<file path="src/design/alu_params.svh">
/*
 * Fixed 68000 widths and BCD digit limits.
 * Values are not meant to be changed per instance.
 */
`ifndef ALU_PARAMS_SVH
`define ALU_PARAMS_SVH

// Operand and result width.
`define ALU_DATA_W 32

// Condition flags X, N, Z, V, C.
`define ALU_FLAG_W 5

// Largest valid BCD digit and its decimal correction.
`define BCD_DIGIT_MAX 9
`define BCD_ADJUST 6

`endif
</file>
<file path="src/design/alu_pkg.sv">
/*
 * Types and shared result functions for the execution unit.
 * BCD helpers assume packed BCD bytes; invalid digits give undefined decimals.
 */
`default_nettype none

`include "alu_params.svh"

package alu_pkg;

    typedef logic [`ALU_DATA_W-1:0] data_t;
    typedef logic [`ALU_FLAG_W-1:0] ccr_t;    // X,N,Z,V,C from bit 4 down.
    typedef logic [4:0]             bitpos_t;
    typedef logic [3:0]             cond_t;

    localparam int FLAG_X = 4;
    localparam int FLAG_N = 3;
    localparam int FLAG_Z = 2;
    localparam int FLAG_V = 1;
    localparam int FLAG_C = 0;

    typedef enum logic [4:0] {
        OP_ADD, OP_ADDX, OP_SUB, OP_SUBX, OP_CMP, OP_NEG, OP_NEGX, OP_CLR,
        OP_AND, OP_OR, OP_EOR, OP_NOT,
        OP_BTST, OP_BCHG, OP_BCLR, OP_BSET,
        OP_ABCD, OP_SBCD
    } alu_op_e;

    typedef enum logic [1:0] {BYTE = 2'b00, WORD = 2'b01, LONG = 2'b10} op_size_e;

    // 68000 branch condition encoding.
    typedef enum logic [3:0] {
        CC_T  = 4'h0, CC_F  = 4'h1, CC_HI = 4'h2, CC_LS = 4'h3,
        CC_CC = 4'h4, CC_CS = 4'h5, CC_NE = 4'h6, CC_EQ = 4'h7,
        CC_VC = 4'h8, CC_VS = 4'h9, CC_PL = 4'hA, CC_MI = 4'hB,
        CC_GE = 4'hC, CC_LT = 4'hD, CC_GT = 4'hE, CC_LE = 4'hF
    } cond_e;

    typedef enum logic [1:0] {IDLE, EXEC, DONE} seq_state_e;

    // ====================
    // Sizing
    // ====================
    function automatic data_t sign_ext(input data_t v, input op_size_e sz);
        case (sz)
            BYTE:    return {{(`ALU_DATA_W-8){v[7]}}, v[7:0]};
            WORD:    return {{(`ALU_DATA_W-16){v[15]}}, v[15:0]};
            default: return v;
        endcase
    endfunction

    function automatic data_t zero_ext(input data_t v, input op_size_e sz);
        case (sz)
            BYTE:    return data_t'(v[7:0]);
            WORD:    return data_t'(v[15:0]);
            default: return v;
        endcase
    endfunction

    // ====================
    // Result functions
    // ====================
    // dst op src; NEG is 0 - dst. CLR falls to zero.
    function automatic data_t arith_result(input alu_op_e op, input data_t d,
                                           input data_t s, input logic x);
        case (op)
            OP_ADD:         return d + s;
            OP_ADDX:        return d + s + data_t'(x);
            OP_SUB, OP_CMP: return d - s;
            OP_SUBX:        return d - s - data_t'(x);
            OP_NEG:         return data_t'(0) - d;
            OP_NEGX:        return data_t'(0) - d - data_t'(x);
            default:        return '0;
        endcase
    endfunction

    function automatic data_t logic_result(input alu_op_e op, input data_t d, input data_t s);
        case (op)
            OP_AND:  return d & s;
            OP_OR:   return d | s;
            OP_EOR:  return d ^ s;
            default: return ~d;    // NOT.
        endcase
    endfunction

    // One decimal digit stage, returns {carry, digit}.
    function automatic logic [4:0] bcd_digit(input logic sub, input logic [3:0] d,
                                             input logic [3:0] s, input logic cin);
        logic [4:0] raw;
        logic [3:0] fix;
        fix = 4'(`BCD_ADJUST);
        if (sub)
            raw = {1'b0, d} - {1'b0, s} - {4'b0000, cin};
        else
            raw = {1'b0, d} + {1'b0, s} + {4'b0000, cin};
        if (raw > 5'(`BCD_DIGIT_MAX))
            return {1'b1, sub ? raw[3:0] - fix : raw[3:0] + fix};
        return {1'b0, raw[3:0]};
    endfunction

    // Packed BCD byte, returns {carry or borrow, result}.
    function automatic logic [8:0] bcd_byte(input logic sub, input logic [7:0] d,
                                            input logic [7:0] s, input logic x);
        logic [4:0] lo;
        logic [4:0] hi;
        lo = bcd_digit(sub, d[3:0], s[3:0], x);
        hi = bcd_digit(sub, d[7:4], s[7:4], lo[4]);
        return {hi, lo[3:0]};
    endfunction

endpackage

`default_nettype wire

</file>
<file path="src/design/alu_issue_if.sv">
/*
 * Latched operation as seen by the execution modules.
 * Fields hold their value from accept until the next accepted start.
 */
`default_nettype none

interface alu_issue_if;
    import alu_pkg::*;

    alu_op_e  op;
    op_size_e size;
    data_t    src;
    data_t    dst;
    bitpos_t  bitpos;
    logic     exec;      // Single-cycle compute strobe.

    modport seq (
        output op, size, src, dst, bitpos, exec
    );

    modport exe (
        input  op, size, src, dst, bitpos, exec
    );

endinterface

`default_nettype wire

</file>
<file path="src/design/alu_top.sv">
/*
 * Integer execution unit top level with plain ports.
 * Result is valid two edges after an accepted start and holds until ack.
 */
`default_nettype none

module alu_top (
    input  logic              CLK,
    input  logic              arst_n,
    input  logic              start,
    input  alu_pkg::alu_op_e  op,
    input  alu_pkg::op_size_e size,
    input  alu_pkg::data_t    src,
    input  alu_pkg::data_t    dst,
    input  alu_pkg::bitpos_t  bitpos,
    input  logic              ack,
    output logic              busy,
    output logic              result_valid,
    output alu_pkg::data_t    result,
    input  logic              ccr_wr,
    input  alu_pkg::ccr_t     ccr_in,
    output alu_pkg::ccr_t     ccr,
    input  alu_pkg::cond_t    cond,
    output logic              cond_true
);
    import alu_pkg::*;

    ccr_t new_flags;

    alu_issue_if issue ();

    alu_sequencer u_seq (
        .CLK          (CLK),
        .arst_n       (arst_n),
        .start        (start),
        .op           (op),
        .size         (size),
        .src          (src),
        .dst          (dst),
        .bitpos       (bitpos),
        .ack          (ack),
        .busy         (busy),
        .result_valid (result_valid),
        .issue        (issue.seq)
    );

    alu_datapath u_dp (
        .CLK    (CLK),
        .arst_n (arst_n),
        .issue  (issue.exe),
        .ccr_q  (ccr),
        .result (result)
    );

    alu_flags u_flags (
        .issue     (issue.exe),
        .ccr_q     (ccr),
        .new_flags (new_flags)
    );

    // Direct CCR writes only land while the unit is idle.
    alu_ccr u_ccr (
        .CLK       (CLK),
        .arst_n    (arst_n),
        .exec      (issue.exec),
        .new_flags (new_flags),
        .ccr_wr    (ccr_wr & ~busy),
        .ccr_in    (ccr_in),
        .cond      (cond),
        .ccr_q     (ccr),
        .cond_true (cond_true)
    );

endmodule

`default_nettype wire

</file>
<file path="src/design/alu_ccr.sv">
/*
 * Condition-code register and branch condition test.
 * exec load wins over a direct write in the same cycle.
 */
`default_nettype none

module alu_ccr (
    input  logic           CLK,
    input  logic           arst_n,
    input  logic           exec,
    input  alu_pkg::ccr_t  new_flags,
    input  logic           ccr_wr,
    input  alu_pkg::ccr_t  ccr_in,
    input  alu_pkg::cond_t cond,
    output alu_pkg::ccr_t  ccr_q,
    output logic           cond_true
);
    import alu_pkg::*;

    logic n, z, v, c;

    always_ff @(posedge CLK or negedge arst_n) begin
        if (!arst_n)
            ccr_q <= '0;
        else if (exec)
            ccr_q <= new_flags;
        else if (ccr_wr)
            ccr_q <= ccr_in;
    end

    assign n = ccr_q[FLAG_N];
    assign z = ccr_q[FLAG_Z];
    assign v = ccr_q[FLAG_V];
    assign c = ccr_q[FLAG_C];

    // ====================
    // Condition decode
    // ====================
    always_comb begin
        case (cond)
            CC_T:  cond_true = 1'b1;
            CC_F:  cond_true = 1'b0;
            CC_HI: cond_true = ~c & ~z;
            CC_LS: cond_true = c | z;
            CC_CC: cond_true = ~c;
            CC_CS: cond_true = c;
            CC_NE: cond_true = ~z;
            CC_EQ: cond_true = z;
            CC_VC: cond_true = ~v;
            CC_VS: cond_true = v;
            CC_PL: cond_true = ~n;
            CC_MI: cond_true = n;
            CC_GE: cond_true = ~(n ^ v);
            CC_LT: cond_true = n ^ v;
            CC_GT: cond_true = ~z & ~(n ^ v);    // Signed greater.
            CC_LE: cond_true = z | (n ^ v);
        endcase
    end

endmodule

`default_nettype wire

</file>
<file path="src/design/alu_flags.sv">
/*
 * Combinational XNZVC for the issued operation, from the latched operands.
 * BCD keeps N and V unchanged; the 68000 leaves them undefined.
 */
`default_nettype none

module alu_flags (
    alu_issue_if.exe      issue,
    input  alu_pkg::ccr_t ccr_q,
    output alu_pkg::ccr_t new_flags
);
    import alu_pkg::*;

    data_t      src_x;
    data_t      dst_x;
    data_t      arith_res;
    data_t      logic_res;
    logic [8:0] bcd_res;
    logic [4:0] msb;
    logic       rm, sm, dm, lm;
    logic       arith_zero;
    logic       arith_z;
    logic       x_form;

    assign src_x     = sign_ext(issue.src, issue.size);
    assign dst_x     = sign_ext(issue.dst, issue.size);
    assign arith_res = arith_result(issue.op, dst_x, src_x, ccr_q[FLAG_X]);
    assign logic_res = logic_result(issue.op, issue.dst, issue.src);
    assign bcd_res   = bcd_byte(issue.op == OP_SBCD, issue.dst[7:0], issue.src[7:0],
                                ccr_q[FLAG_X]);

    always_comb begin
        case (issue.size)
            BYTE:    msb = 5'd7;
            WORD:    msb = 5'd15;
            default: msb = 5'd31;
        endcase
    end

    // Sign bits at the operand size.
    assign rm = arith_res[msb];
    assign sm = src_x[msb];
    assign dm = dst_x[msb];
    assign lm = logic_res[msb];

    // Extended forms can only clear Z, so multi-precision chains work.
    assign x_form     = (issue.op == OP_ADDX) || (issue.op == OP_SUBX) || (issue.op == OP_NEGX);
    assign arith_zero = (zero_ext(arith_res, issue.size) == '0);
    assign arith_z    = x_form ? (arith_zero & ccr_q[FLAG_Z]) : arith_zero;

    // ====================
    // Flag rules
    // ====================
    always_comb begin
        new_flags = ccr_q;    // Unchanged unless listed.
        case (issue.op)
            OP_ADD, OP_ADDX: begin
                new_flags[FLAG_C] = (sm & dm) | (~rm & sm) | (~rm & dm);
                new_flags[FLAG_X] = new_flags[FLAG_C];
                new_flags[FLAG_V] = (~rm & sm & dm) | (rm & ~sm & ~dm);
                new_flags[FLAG_N] = rm;
                new_flags[FLAG_Z] = arith_z;
            end
            OP_SUB, OP_SUBX, OP_CMP: begin
                new_flags[FLAG_C] = (sm & ~dm) | (rm & sm) | (rm & ~dm);
                if (issue.op != OP_CMP)
                    new_flags[FLAG_X] = new_flags[FLAG_C];
                new_flags[FLAG_V] = (~rm & ~sm & dm) | (rm & sm & ~dm);
                new_flags[FLAG_N] = rm;
                new_flags[FLAG_Z] = arith_z;
            end
            OP_NEG, OP_NEGX: begin
                new_flags[FLAG_C] = dm | rm;              // Borrow unless both zero.
                new_flags[FLAG_X] = dm | rm;
                new_flags[FLAG_V] = dm & rm;
                new_flags[FLAG_N] = rm;
                new_flags[FLAG_Z] = arith_z;
            end
            OP_CLR:
                new_flags[FLAG_N:FLAG_C] = 4'b0100;
            OP_AND, OP_OR, OP_EOR, OP_NOT:
                new_flags[FLAG_N:FLAG_C] = {lm, zero_ext(logic_res, issue.size) == '0, 2'b00};
            OP_BTST, OP_BCHG, OP_BCLR, OP_BSET:
                new_flags[FLAG_Z] = ~issue.dst[issue.bitpos];    // Old bit value.
            OP_ABCD, OP_SBCD: begin
                new_flags[FLAG_X] = bcd_res[8];
                new_flags[FLAG_C] = bcd_res[8];
                if (bcd_res[7:0] != 8'h00)
                    new_flags[FLAG_Z] = 1'b0;
            end
            default: ;
        endcase
    end

endmodule

`default_nettype wire

</file>
<file path="src/design/alu_datapath.sv">
/*
 * Result computation and result register, loaded on exec only.
 * Bit operations work on the full 32-bit dst; BCD is byte only.
 */
`default_nettype none

module alu_datapath (
    input  logic           CLK,
    input  logic           arst_n,
    alu_issue_if.exe       issue,
    input  alu_pkg::ccr_t  ccr_q,
    output alu_pkg::data_t result
);
    import alu_pkg::*;

    data_t      src_x;
    data_t      dst_x;
    data_t      arith_res;
    data_t      logic_res;
    data_t      bit_res;
    data_t      res_d;
    logic [8:0] bcd_res;

    // Signed view at the operand size.
    assign src_x = sign_ext(issue.src, issue.size);
    assign dst_x = sign_ext(issue.dst, issue.size);

    // ====================
    // Operation results
    // ====================
    assign arith_res = arith_result(issue.op, dst_x, src_x, ccr_q[FLAG_X]);
    assign logic_res = logic_result(issue.op, issue.dst, issue.src);
    assign bcd_res   = bcd_byte(issue.op == OP_SBCD, issue.dst[7:0], issue.src[7:0],
                                ccr_q[FLAG_X]);

    always_comb begin
        bit_res = issue.dst;    // BTST leaves dst as is.
        case (issue.op)
            OP_BCHG: bit_res[issue.bitpos] = ~issue.dst[issue.bitpos];
            OP_BCLR: bit_res[issue.bitpos] = 1'b0;
            OP_BSET: bit_res[issue.bitpos] = 1'b1;
            default: ;
        endcase
    end

    // ====================
    // Result select
    // ====================
    always_comb begin
        case (issue.op)
            OP_ADD, OP_ADDX, OP_SUB, OP_SUBX, OP_NEG, OP_NEGX, OP_CLR:
                res_d = zero_ext(arith_res, issue.size);
            OP_CMP:
                res_d = zero_ext(issue.dst, issue.size);    // Compare only.
            OP_AND, OP_OR, OP_EOR, OP_NOT:
                res_d = zero_ext(logic_res, issue.size);
            OP_BTST, OP_BCHG, OP_BCLR, OP_BSET:
                res_d = bit_res;
            OP_ABCD, OP_SBCD:
                res_d = data_t'(bcd_res[7:0]);
            default:
                res_d = '0;
        endcase
    end

    always_ff @(posedge CLK or negedge arst_n) begin
        if (!arst_n)
            result <= '0;
        else if (issue.exec)
            result <= res_d;
    end

endmodule

`default_nettype wire

</file>
<file path="src/design/alu_sequencer.sv">
/*
 * Start/busy/valid/ack control, one operation in flight.
 * A start while busy is dropped. Host must release ack before the next start.
 */
`default_nettype none

module alu_sequencer (
    input  logic              CLK,
    input  logic              arst_n,
    input  logic              start,
    input  alu_pkg::alu_op_e  op,
    input  alu_pkg::op_size_e size,
    input  alu_pkg::data_t    src,
    input  alu_pkg::data_t    dst,
    input  alu_pkg::bitpos_t  bitpos,
    input  logic              ack,
    output logic              busy,
    output logic              result_valid,
    alu_issue_if.seq          issue
);
    import alu_pkg::*;

    seq_state_e state;
    seq_state_e state_nxt;
    logic       accept;

    assign accept = start && (state == IDLE);

    // ====================
    // State machine
    // ====================
    always_comb begin
        state_nxt = state;
        case (state)
            IDLE:    if (accept) state_nxt = EXEC;
            EXEC:    state_nxt = DONE;       // Result and CCR load here.
            DONE:    if (ack) state_nxt = IDLE;
            default: state_nxt = IDLE;
        endcase
    end

    always_ff @(posedge CLK or negedge arst_n) begin
        if (!arst_n)
            state <= IDLE;
        else
            state <= state_nxt;
    end

    // Operand latch.
    always_ff @(posedge CLK) begin
        if (accept) begin
            issue.op     <= op;
            issue.size   <= size;
            issue.src    <= src;
            issue.dst    <= dst;
            issue.bitpos <= bitpos;
        end
    end

    assign issue.exec   = (state == EXEC);
    assign busy         = (state != IDLE);   // Through EXEC and DONE.
    assign result_valid = (state == DONE);   // Held until ack.

endmodule

`default_nettype wire

</file>
<file path="config.mk">
export PLATFORM = sky130hd
export DESIGN_NAME = alu_top
export DESIGN_NICKNAME = d
export VERILOG_FILES = /design/src/design/alu_pkg.sv /design/src/design/alu_issue_if.sv /design/src/design/alu_top.sv /design/src/design/alu_ccr.sv /design/src/design/alu_flags.sv /design/src/design/alu_datapath.sv /design/src/design/alu_sequencer.sv
export VERILOG_INCLUDE_DIRS = /design/src /design/src/design
export SDC_FILE = /design/constraint.sdc
export NUM_CORES = 1
export LEC_CHECK = 0
export BUFFER_PORTS_ARGS = -buffer_cell sky130_fd_sc_hd__buf_4
export CAP_MARGIN = 20
export CORE_AREA = 3 3 263 265
export CTS_CLUSTER_SIZE = 16
export DETAILED_ROUTE_END_ITERATION = 8
export DIE_AREA = 0 0 266 268
export GPL_TIMING_DRIVEN = 0
export MAX_ROUTING_LAYER = met4
export PLACE_DENSITY = 0.63
export SYNTH_ARGS = -nofsm -noshare
export SYNTH_HDL_FRONTEND = slang
export SYNTH_HIERARCHICAL = 1
export SYNTH_SLANG_ARGS = --single-unit
</file>
<file path="constraint.sdc">
create_clock -name CLK -period 7.6 [get_ports CLK]
set_input_delay 0 -clock CLK [delete_from_list [all_inputs] [get_ports CLK]]
set_output_delay 0 -clock CLK [all_outputs]
set_load 0.005 [all_outputs]
</file>
After elaboration in Yosys (flattened, before gate mapping):

Cells that the tools add are included.

* register bits: 115
* bits in latches: 0
* RAM bits: 0
* bits in read-only memories: 0
* input bits: 90
* logic and storage cells: 201
* memories: 0

* add/sub/neg operators: 18
* multipliers: 0
* divide/modulo/power cells: 0
* $lt $le $gt $ge: 5
* equality and inequality tests: 45
* shifts and indexed selects: 0
* mux-type cells: 48
* bitwise logic cells: 44
* reductions and logical operators: 29

Operators by type and width (number)
* one-hot mux 32 bit (2 select lines): 5
* one-hot mux 32 bit (3 select lines): 2
* one-hot mux 32 bit (6 select lines): 1
* one-hot mux 32 bit (5 select lines): 1
* bitwise AND 32 bit: 2
* logical NOT 32 bit: 2
* NOT 32 bit: 2
* bitwise OR 32 bit: 2
* subtractor 32 x 1 -> 32 bit: 2
* equality test 5 x 4 -> 1 bit (second input constant): 8
* 2-to-1 mux 5 bit: 8
* adder 32 x 1 -> 32 bit: 1
* adder 32 bit: 1
* bitwise mux 32 bit: 1
* equality test 4 bit (second input constant): 8
* 2-to-1 mux 32 bit: 1
* subtractor 1 x 32 -> 32 bit (first input constant): 1
* subtractor 32 bit: 1
* bitwise XOR 32 bit: 1
* binary-select mux 1 bit (select 5 bit): 5
* equality test 5 x 3 -> 1 bit (second input constant): 4
* bitwise AND 1 bit: 17
* equality test 4 x 3 -> 1 bit (second input constant): 4
* one-hot mux 1 bit (16 select lines): 1
* other kinds (50): 108

Depth between registers and ports, before layout:

* depth after elaboration: 17
* mapped depth: 26
* mapped depth without buffers: 26

By module:

The synthesis kept the hierarchy.

Modules (own cells, without submodules)
* alu_datapath: times used 1, cells an instance 1837, area an instance 13442.9 µm²
* alu_flags: times used 1, cells an instance 1568, area an instance 10510.1 µm²
* alu_sequencer: times used 1, cells an instance 86, area an instance 2373.5 µm²
* alu_ccr: times used 1, cells an instance 49, area an instance 426.7 µm²
* alu_top: times used 1, cells an instance 1, area an instance 13.8 µm²

Worst setup path before layout:

OpenSTA, ideal clock, no wires.

* kind: register to register
* start point: register u_seq.issue.dst[7]
* end point: register u_ccr.ccr_q[4]
* data arrival time: 5456 ps
* required time: 7468 ps
* slack: 2012 ps
* stages on the path, launching flop included: 25
* buffers on the path: 4
* clock period less this slack: 5588 ps
* cell sequence: edfxtp_1 > clkbuf_1 > mux2_2 > nor2_1 > clkbuf_1 > clkbuf_1 > a21oi_1 > ha_1 > buf_2 > or4_1 > nor3_1 > nand3_1 > a31o_2 > a31o_2 > a2111oi_2 > nand3_1 > a211oi_1 > nand4_1 > xor2_1 > o211ai_4 > mux2i_1 > and3_1 > o211ai_1 > nand2_1 > o21ai_1

* word-level cells in the longest chain between the ends: 12
* elaborated cells between the ends (all ways): 36

RTL lines
* from (decl): RTL line alu_issue_if.sv:18 `output op, size, src, dst, bitpos, exec`
* one-hot mux 32 bit (2 select lines): RTL line alu_pkg.sv:45 `case (sz)`
* subtractor 1 x 32 -> 32 bit, or another cell as far along: RTL line alu_pkg.sv:71, alu_pkg.sv:72
* subtractor 32 x 1 -> 32 bit, or another cell as far along: RTL line alu_pkg.sv:72 `OP_NEGX: return data_t'(0) - d - data_t'(x);`
* one-hot mux 32 bit (6 select lines): RTL line alu_pkg.sv:66 `case (op)`
* binary-select mux 1 bit (select 5 bit): RTL line alu_flags.sv:41 `assign rm = arith_res[msb];`
* 2-to-1 mux 1 bit (not written as such): RTL line alu_flags.sv:41
* bitwise AND 1 bit / NOT 1 bit (equally long branches): RTL line alu_flags.sv:65, alu_flags.sv:58
* bitwise OR 1 bit / bitwise AND 1 bit (equally long branches): RTL line alu_flags.sv:65, alu_flags.sv:58
* bitwise OR 1 bit, on equally long branches: RTL line alu_flags.sv:65, alu_flags.sv:58
* 2-to-1 mux 1 bit / bitwise OR 1 bit (equally long branches): RTL line alu_flags.sv:66, alu_flags.sv:58
* one-hot mux 1 bit (4 select lines) (*): RTL line alu_flags.sv:56 `case (issue.op)`
* net new_flags[4]: RTL line alu_top.sv:28 `ccr_t new_flags;`
* 2-to-1 mux 5 bit (*): RTL line alu_ccr.sv:25 `else if (exec)`
* to (signal assigned): RTL line alu_ccr.sv:26 `ccr_q <= new_flags;`
* to (signal assigned): RTL line alu_ccr.sv:28 `ccr_q <= ccr_in;`
* to (decl): RTL line alu_ccr.sv:15 `output alu_pkg::ccr_t ccr_q,`

The timed path passes the listed nets; every way through them passes the cells marked *. The select of a mux whose other input is x is not followed.
A chain may end at the register's enable or synchronous reset.

Worst setup path in the final report:

* start point: register u_seq.issue.size[1]
* end point: register u_ccr.ccr_q[0]

* word-level cells in the longest chain between the ends: 13
* elaborated cells between the ends (all ways): 33

RTL lines
* from (decl): RTL line alu_issue_if.sv:18
* equality test 2 x 1 -> 1 bit / logical NOT 2 bit (equally long branches): RTL line alu_pkg.sv:45, alu_flags.sv:33
* one-hot mux 32 bit (2 select lines): RTL line alu_pkg.sv:45
* subtractor 1 x 32 -> 32 bit, or another cell as far along: RTL line alu_pkg.sv:71, alu_pkg.sv:72
* subtractor 32 x 1 -> 32 bit, or another cell as far along: RTL line alu_pkg.sv:72
* one-hot mux 32 bit (6 select lines): RTL line alu_pkg.sv:66
* binary-select mux 1 bit (select 5 bit): RTL line alu_flags.sv:41
* 2-to-1 mux 1 bit (not written as such): RTL line alu_flags.sv:41
* NOT 1 bit: RTL line alu_flags.sv:58 `new_flags[FLAG_C] = (sm & dm) | (~rm & sm) | (~rm & dm);`
* bitwise AND 1 bit: RTL line alu_flags.sv:58
* bitwise OR 1 bit (2 in series): RTL line alu_flags.sv:58
* one-hot mux 1 bit (5 select lines) (*): RTL line alu_flags.sv:56
* net new_flags[0]: RTL line alu_top.sv:28
* 2-to-1 mux 5 bit (*): RTL line alu_ccr.sv:25

Marks and branches as above.

==> results.py <==
metrics = {
    "outcome": {
        "status": "completed",
    },
    "grt": {
        "grt_pass1_wl_mm": 176.5,
        "use_met2_pct": 53.36,
        "gr-usage-all-layers_pct": 33.50,
        "grt_busiest_layer": "met2",
        "grt_max_degree": 40,
        "grt_overflow": 0,
        "grt_pass1_vias": 28410,
        "grtUsageMet1_pct": 41.27,
        "antenna_found_initial": 0,
        "grtUsageMet3_pct": 4.312,
    },
    "yosys": {
        "synthCells": 3541,
        "yosysSeqAreaShare_pct": 12.17,
        "avgSynthCellArea_um2": 7.559,
        "mappedNetlistArea_um2": 26770,
        "syn_nets": 3923,
        "synth_area_leaders": "ha_1, edfxtp_1, a21oi_1",
        "synthArstFlopShare_pct": 33.91,
        "synth_edf_count": 76,
        "ys_types": 134,
        "synth_warnings": 6,
        "synth_top_area_cell": "ha_1",
        "synth-main-ff-cell": "edfxtp_1",
        "yosysTopAreaCellShare_pct": 12.67,
        "ys_seq_elements": 115,
    },
    "setup_path": {
        "criticalPathCategory": "flop to flop",
        "reg2reg_depth": 23,
        "cp_max_fo": 10,
        "critPathRequiredTime_ns": 7.96,
        "arrival_ns": 7.51,
        "reg2reg_from": "u_seq/issue.size[1]",
        "worst_r2r_endpoint": "u_ccr/ccr_q[0]",
        "startpoint_type": "flop",
        "reg2reg_setup_slack_ns": 0.45,
        "end_kind": "flop",
    },
    "die": {
        "coreArea_um2": 67040,
        "die_area_um2": 71290,
        "initial_utilization_pct": 39.93,
        "row_count": 95,
        "chipWidth_um": 266,
        "die_y_um": 268,
        "io_pins": 130,
    },
    "cts": {
        "clock_path_buffers": 2,
        "numCtsBuffers": 17,
        "insertion_delay_ns": 0.49,
        "clk_pin_slew_worst_paths_ns": 0.07,
        "cts_max_level": 4,
        "root_buffer": "clkbuf_16",
        "clock-sinks": 115,
        "cts_tree": "built",
    },
    "power_and_ir_drop": {
        "p_leak_nw": 12.55,
        "ir_drop_uv": 243.2,
        "p_per_area_nw_per_um2": 384.0,
    },
    "timing": {
        "fmax_mhz": 139.8,
        "fin_skew_ns": 0.02046,
        "finalHoldViolations": 0,
        "relSlewSlack_pct": 24.26,
        "tightestPinTransition_ns": 1.127,
        "fin_crit_sh_pct": 94.10,
        "slew_violations": 0,
        "grt_setup_unrepaired": "no",
        "hold_slack_ns": 0.09764,
        "period_needed_ns": 7.152,
        "setup_viol": 0,
    },
    "flow_run": {
        "drv_cap": 0,
    },
    "final_layout": {
        "fin_util_pct": 45.38,
        "nNetsFinal": 4166,
        "area_growth_pct": 13.66,
        "fillers": 6921,
        "final_layout_size_suffix_gt1_share_pct": 10.90,
        "antenna_cells": 0,
        "multi_input_area_um2": 21570,
        "regArea_um2": 3258,
    },
    "detailed_routing": {
        "ant_nets": 0,
        "wl_mm": 119.0,
        "vias": 29750,
        "drtIter0Drc": 3654,
        "wl_per_cell_um": 25.47,
        "avgViaCountPerCell": 6.370,
        "drc": 0,
        "firstDrtPassIters": 6,
    },
    "placement": {
        "gp_congestion": 0.9975,
        "io_buffer_count": 128,
        "place_hpwl_mm": 95.96,
    },
    "worst_hold_path": {
        "hp-class": "primary input to asynchronous set/reset pin",
    },
}
report_power, final:
group | total (mW) | switching [mW] | leakage (nW) | internal [mW]
clock network | 0.921 | 0.396 | 0.303 | 0.525
logic | 9.52 | 6.04 | 11.0 | 3.49
registers | 1.24 | 0.395 | 1.24 | 0.844
flip-flops by register name, summed over array words and instances, names as in the netlist:
signal / flops
u_ccr/ccr_q: 5
u_dp/result: 32
u_seq/issue.bitpos: 5
u_seq/issue.dst: 32
u_seq/issue.op: 5
u_seq/issue.size: 2
u_seq/issue.src: 32
u_seq/state: 2
cell type report:
type,instances,share of cell area [%]
buffer,187,2.727
clock buffer,17,1.398
clock inverter,15,0.6416
inverter,303,3.738
multi-input combinational,2936,70.91
sequential,115,10.71
tap,873,3.590
timing repair buffer,224,6.288
worst max-delay path: stages, from the launching register on:
cell and delay (ns):
edfxtp_1 0.55, buf_2 0.27, clkbuf_2 0.23, a211oi_1 0.39, buf_2 0.28, clkbuf_1 0.34, a21oi_1 0.12, ha_1 0.31
clkbuf_1 0.28, nor4_2 0.43, nand2_1 0.17, a2111oi_0 0.72, nor4_1 0.20, a2111oi_2 0.51, o22a_2 0.32, mux2i_1 0.09
a2111oi_0 0.51, xor2_1 0.20, o211ai_4 0.28, mux2i_1 0.21, and3_1 0.19, o211ai_1 0.20, nand2_1 0.12, o21ai_1 0.06
per-layer routing:
| layer | share of wire, % | wire length (um) | vias to the layer above |
|---|---|---|---|
| met2 | 45 | 54010 | 1525 |
| met5 | 0 | 0 | - |
| met4 | 6.5 | 7762 | 0 |
| met1 | 41 | 48400 | 14250 |
| met3 | 7.4 | 8777 | 365 |
| li1 | - | - | 13620 |
cell usage after synthesis (35+ instances only):
master	n
o31ai_1	38
a21oi_1	296
nor4_1	49
a21o_1	54
mux2i_1	65
xor2_1	77
ha_1	271
edfxtp_1	76
a211oi_1	38
o211ai_1	35
dfrtp_1	39
buf_2	39
nand2b_1	41
inv_1	297
clkbuf_1	109
xnor2_1	161
nand2_1	287
nor2_1	278
nor2b_1	46
nand4_1	51
o21ai_0	172
a31oi_1	52
nor3_1	111
mux4_2	43
nand3_1	85
metrics by stage:
stage	power, mW	area, um2	TNS [ns]	worst slack (ns)	cells
floorplan	7.831	26770	0	2.012	3541
global placement	10.40	28820	-0.1430	-0.05655	4542
CTS	11.43	30380	0	0.04545	4667
finish	11.68	30420	0	0.4483	4670
detailed placement	10.40	28920	-0.007924	-0.007924	4551
global route	12.55	30420	0	0.05321	4670
worst max-delay path by stage:
stage | endpoint | startpoint | cells after the start | slack, ns
floorplan | u_ccr/ccr_q[4] | u_seq/issue.dst[7] | 24 | 2.01
CTS | u_ccr/ccr_q[2] | u_seq/issue.size[1] | 23 | 0.05
finish | u_ccr/ccr_q[0] | u_seq/issue.size[1] | 23 | 0.45
global placement | u_ccr/ccr_q[2] | u_seq/issue.dst[7] | 23 | -0.06
detailed placement | u_ccr/ccr_q[2] | u_seq/issue.dst[7] | 23 | -0.008
global route | u_ccr/ccr_q[2] | u_seq/issue.size[1] | 23 | 0.05
layout by cell type (no fill, tap or decap), types with 76 or more instances in the layout:
| cell | count |
|---|---|
| xnor2_1 | 160 |
| ha_1 | 271 |
| nor3_1 | 110 |
| xor2_1 | 77 |
| nor2_1 | 276 |
| clkbuf_1 | 105 |
| a21oi_1 | 296 |
| nand3_1 | 85 |
| edfxtp_1 | 76 |
| buf_4 | 143 |
| o21ai_0 | 172 |
| nand2_1 | 287 |
| inv_1 | 297 |
| dlygate4sd3_1 | 84 |
logic make-up (layout without fill, tap and decap cells):
| logic type | count (synthesis) | after routing | share of synthesized area [%] |
|---|---|---|---|
| simple gates | 1180 | 1180 | 22.96 |
| buf+inv | 490 | 746 | 7.320 |
| flops | 115 | 115 | 12.17 |
| mux | 126 | 126 | 6.806 |
| compound gates | 1097 | 1097 | 28.53 |
| fa+ha+maj | 293 | 293 | 14.28 |
| xor+xnor | 240 | 240 | 7.933 |
what timing repair did:
item / 4_1_cts / 5_1_grt
setup buffers: 0 / 3
hold buffers: 84 / 0
gates resized for setup: 1 / 10
setup endpoints to repair: 1 / 5
hold endpoints to repair: 122 / 0
Power figures use the tool's default switching activity.
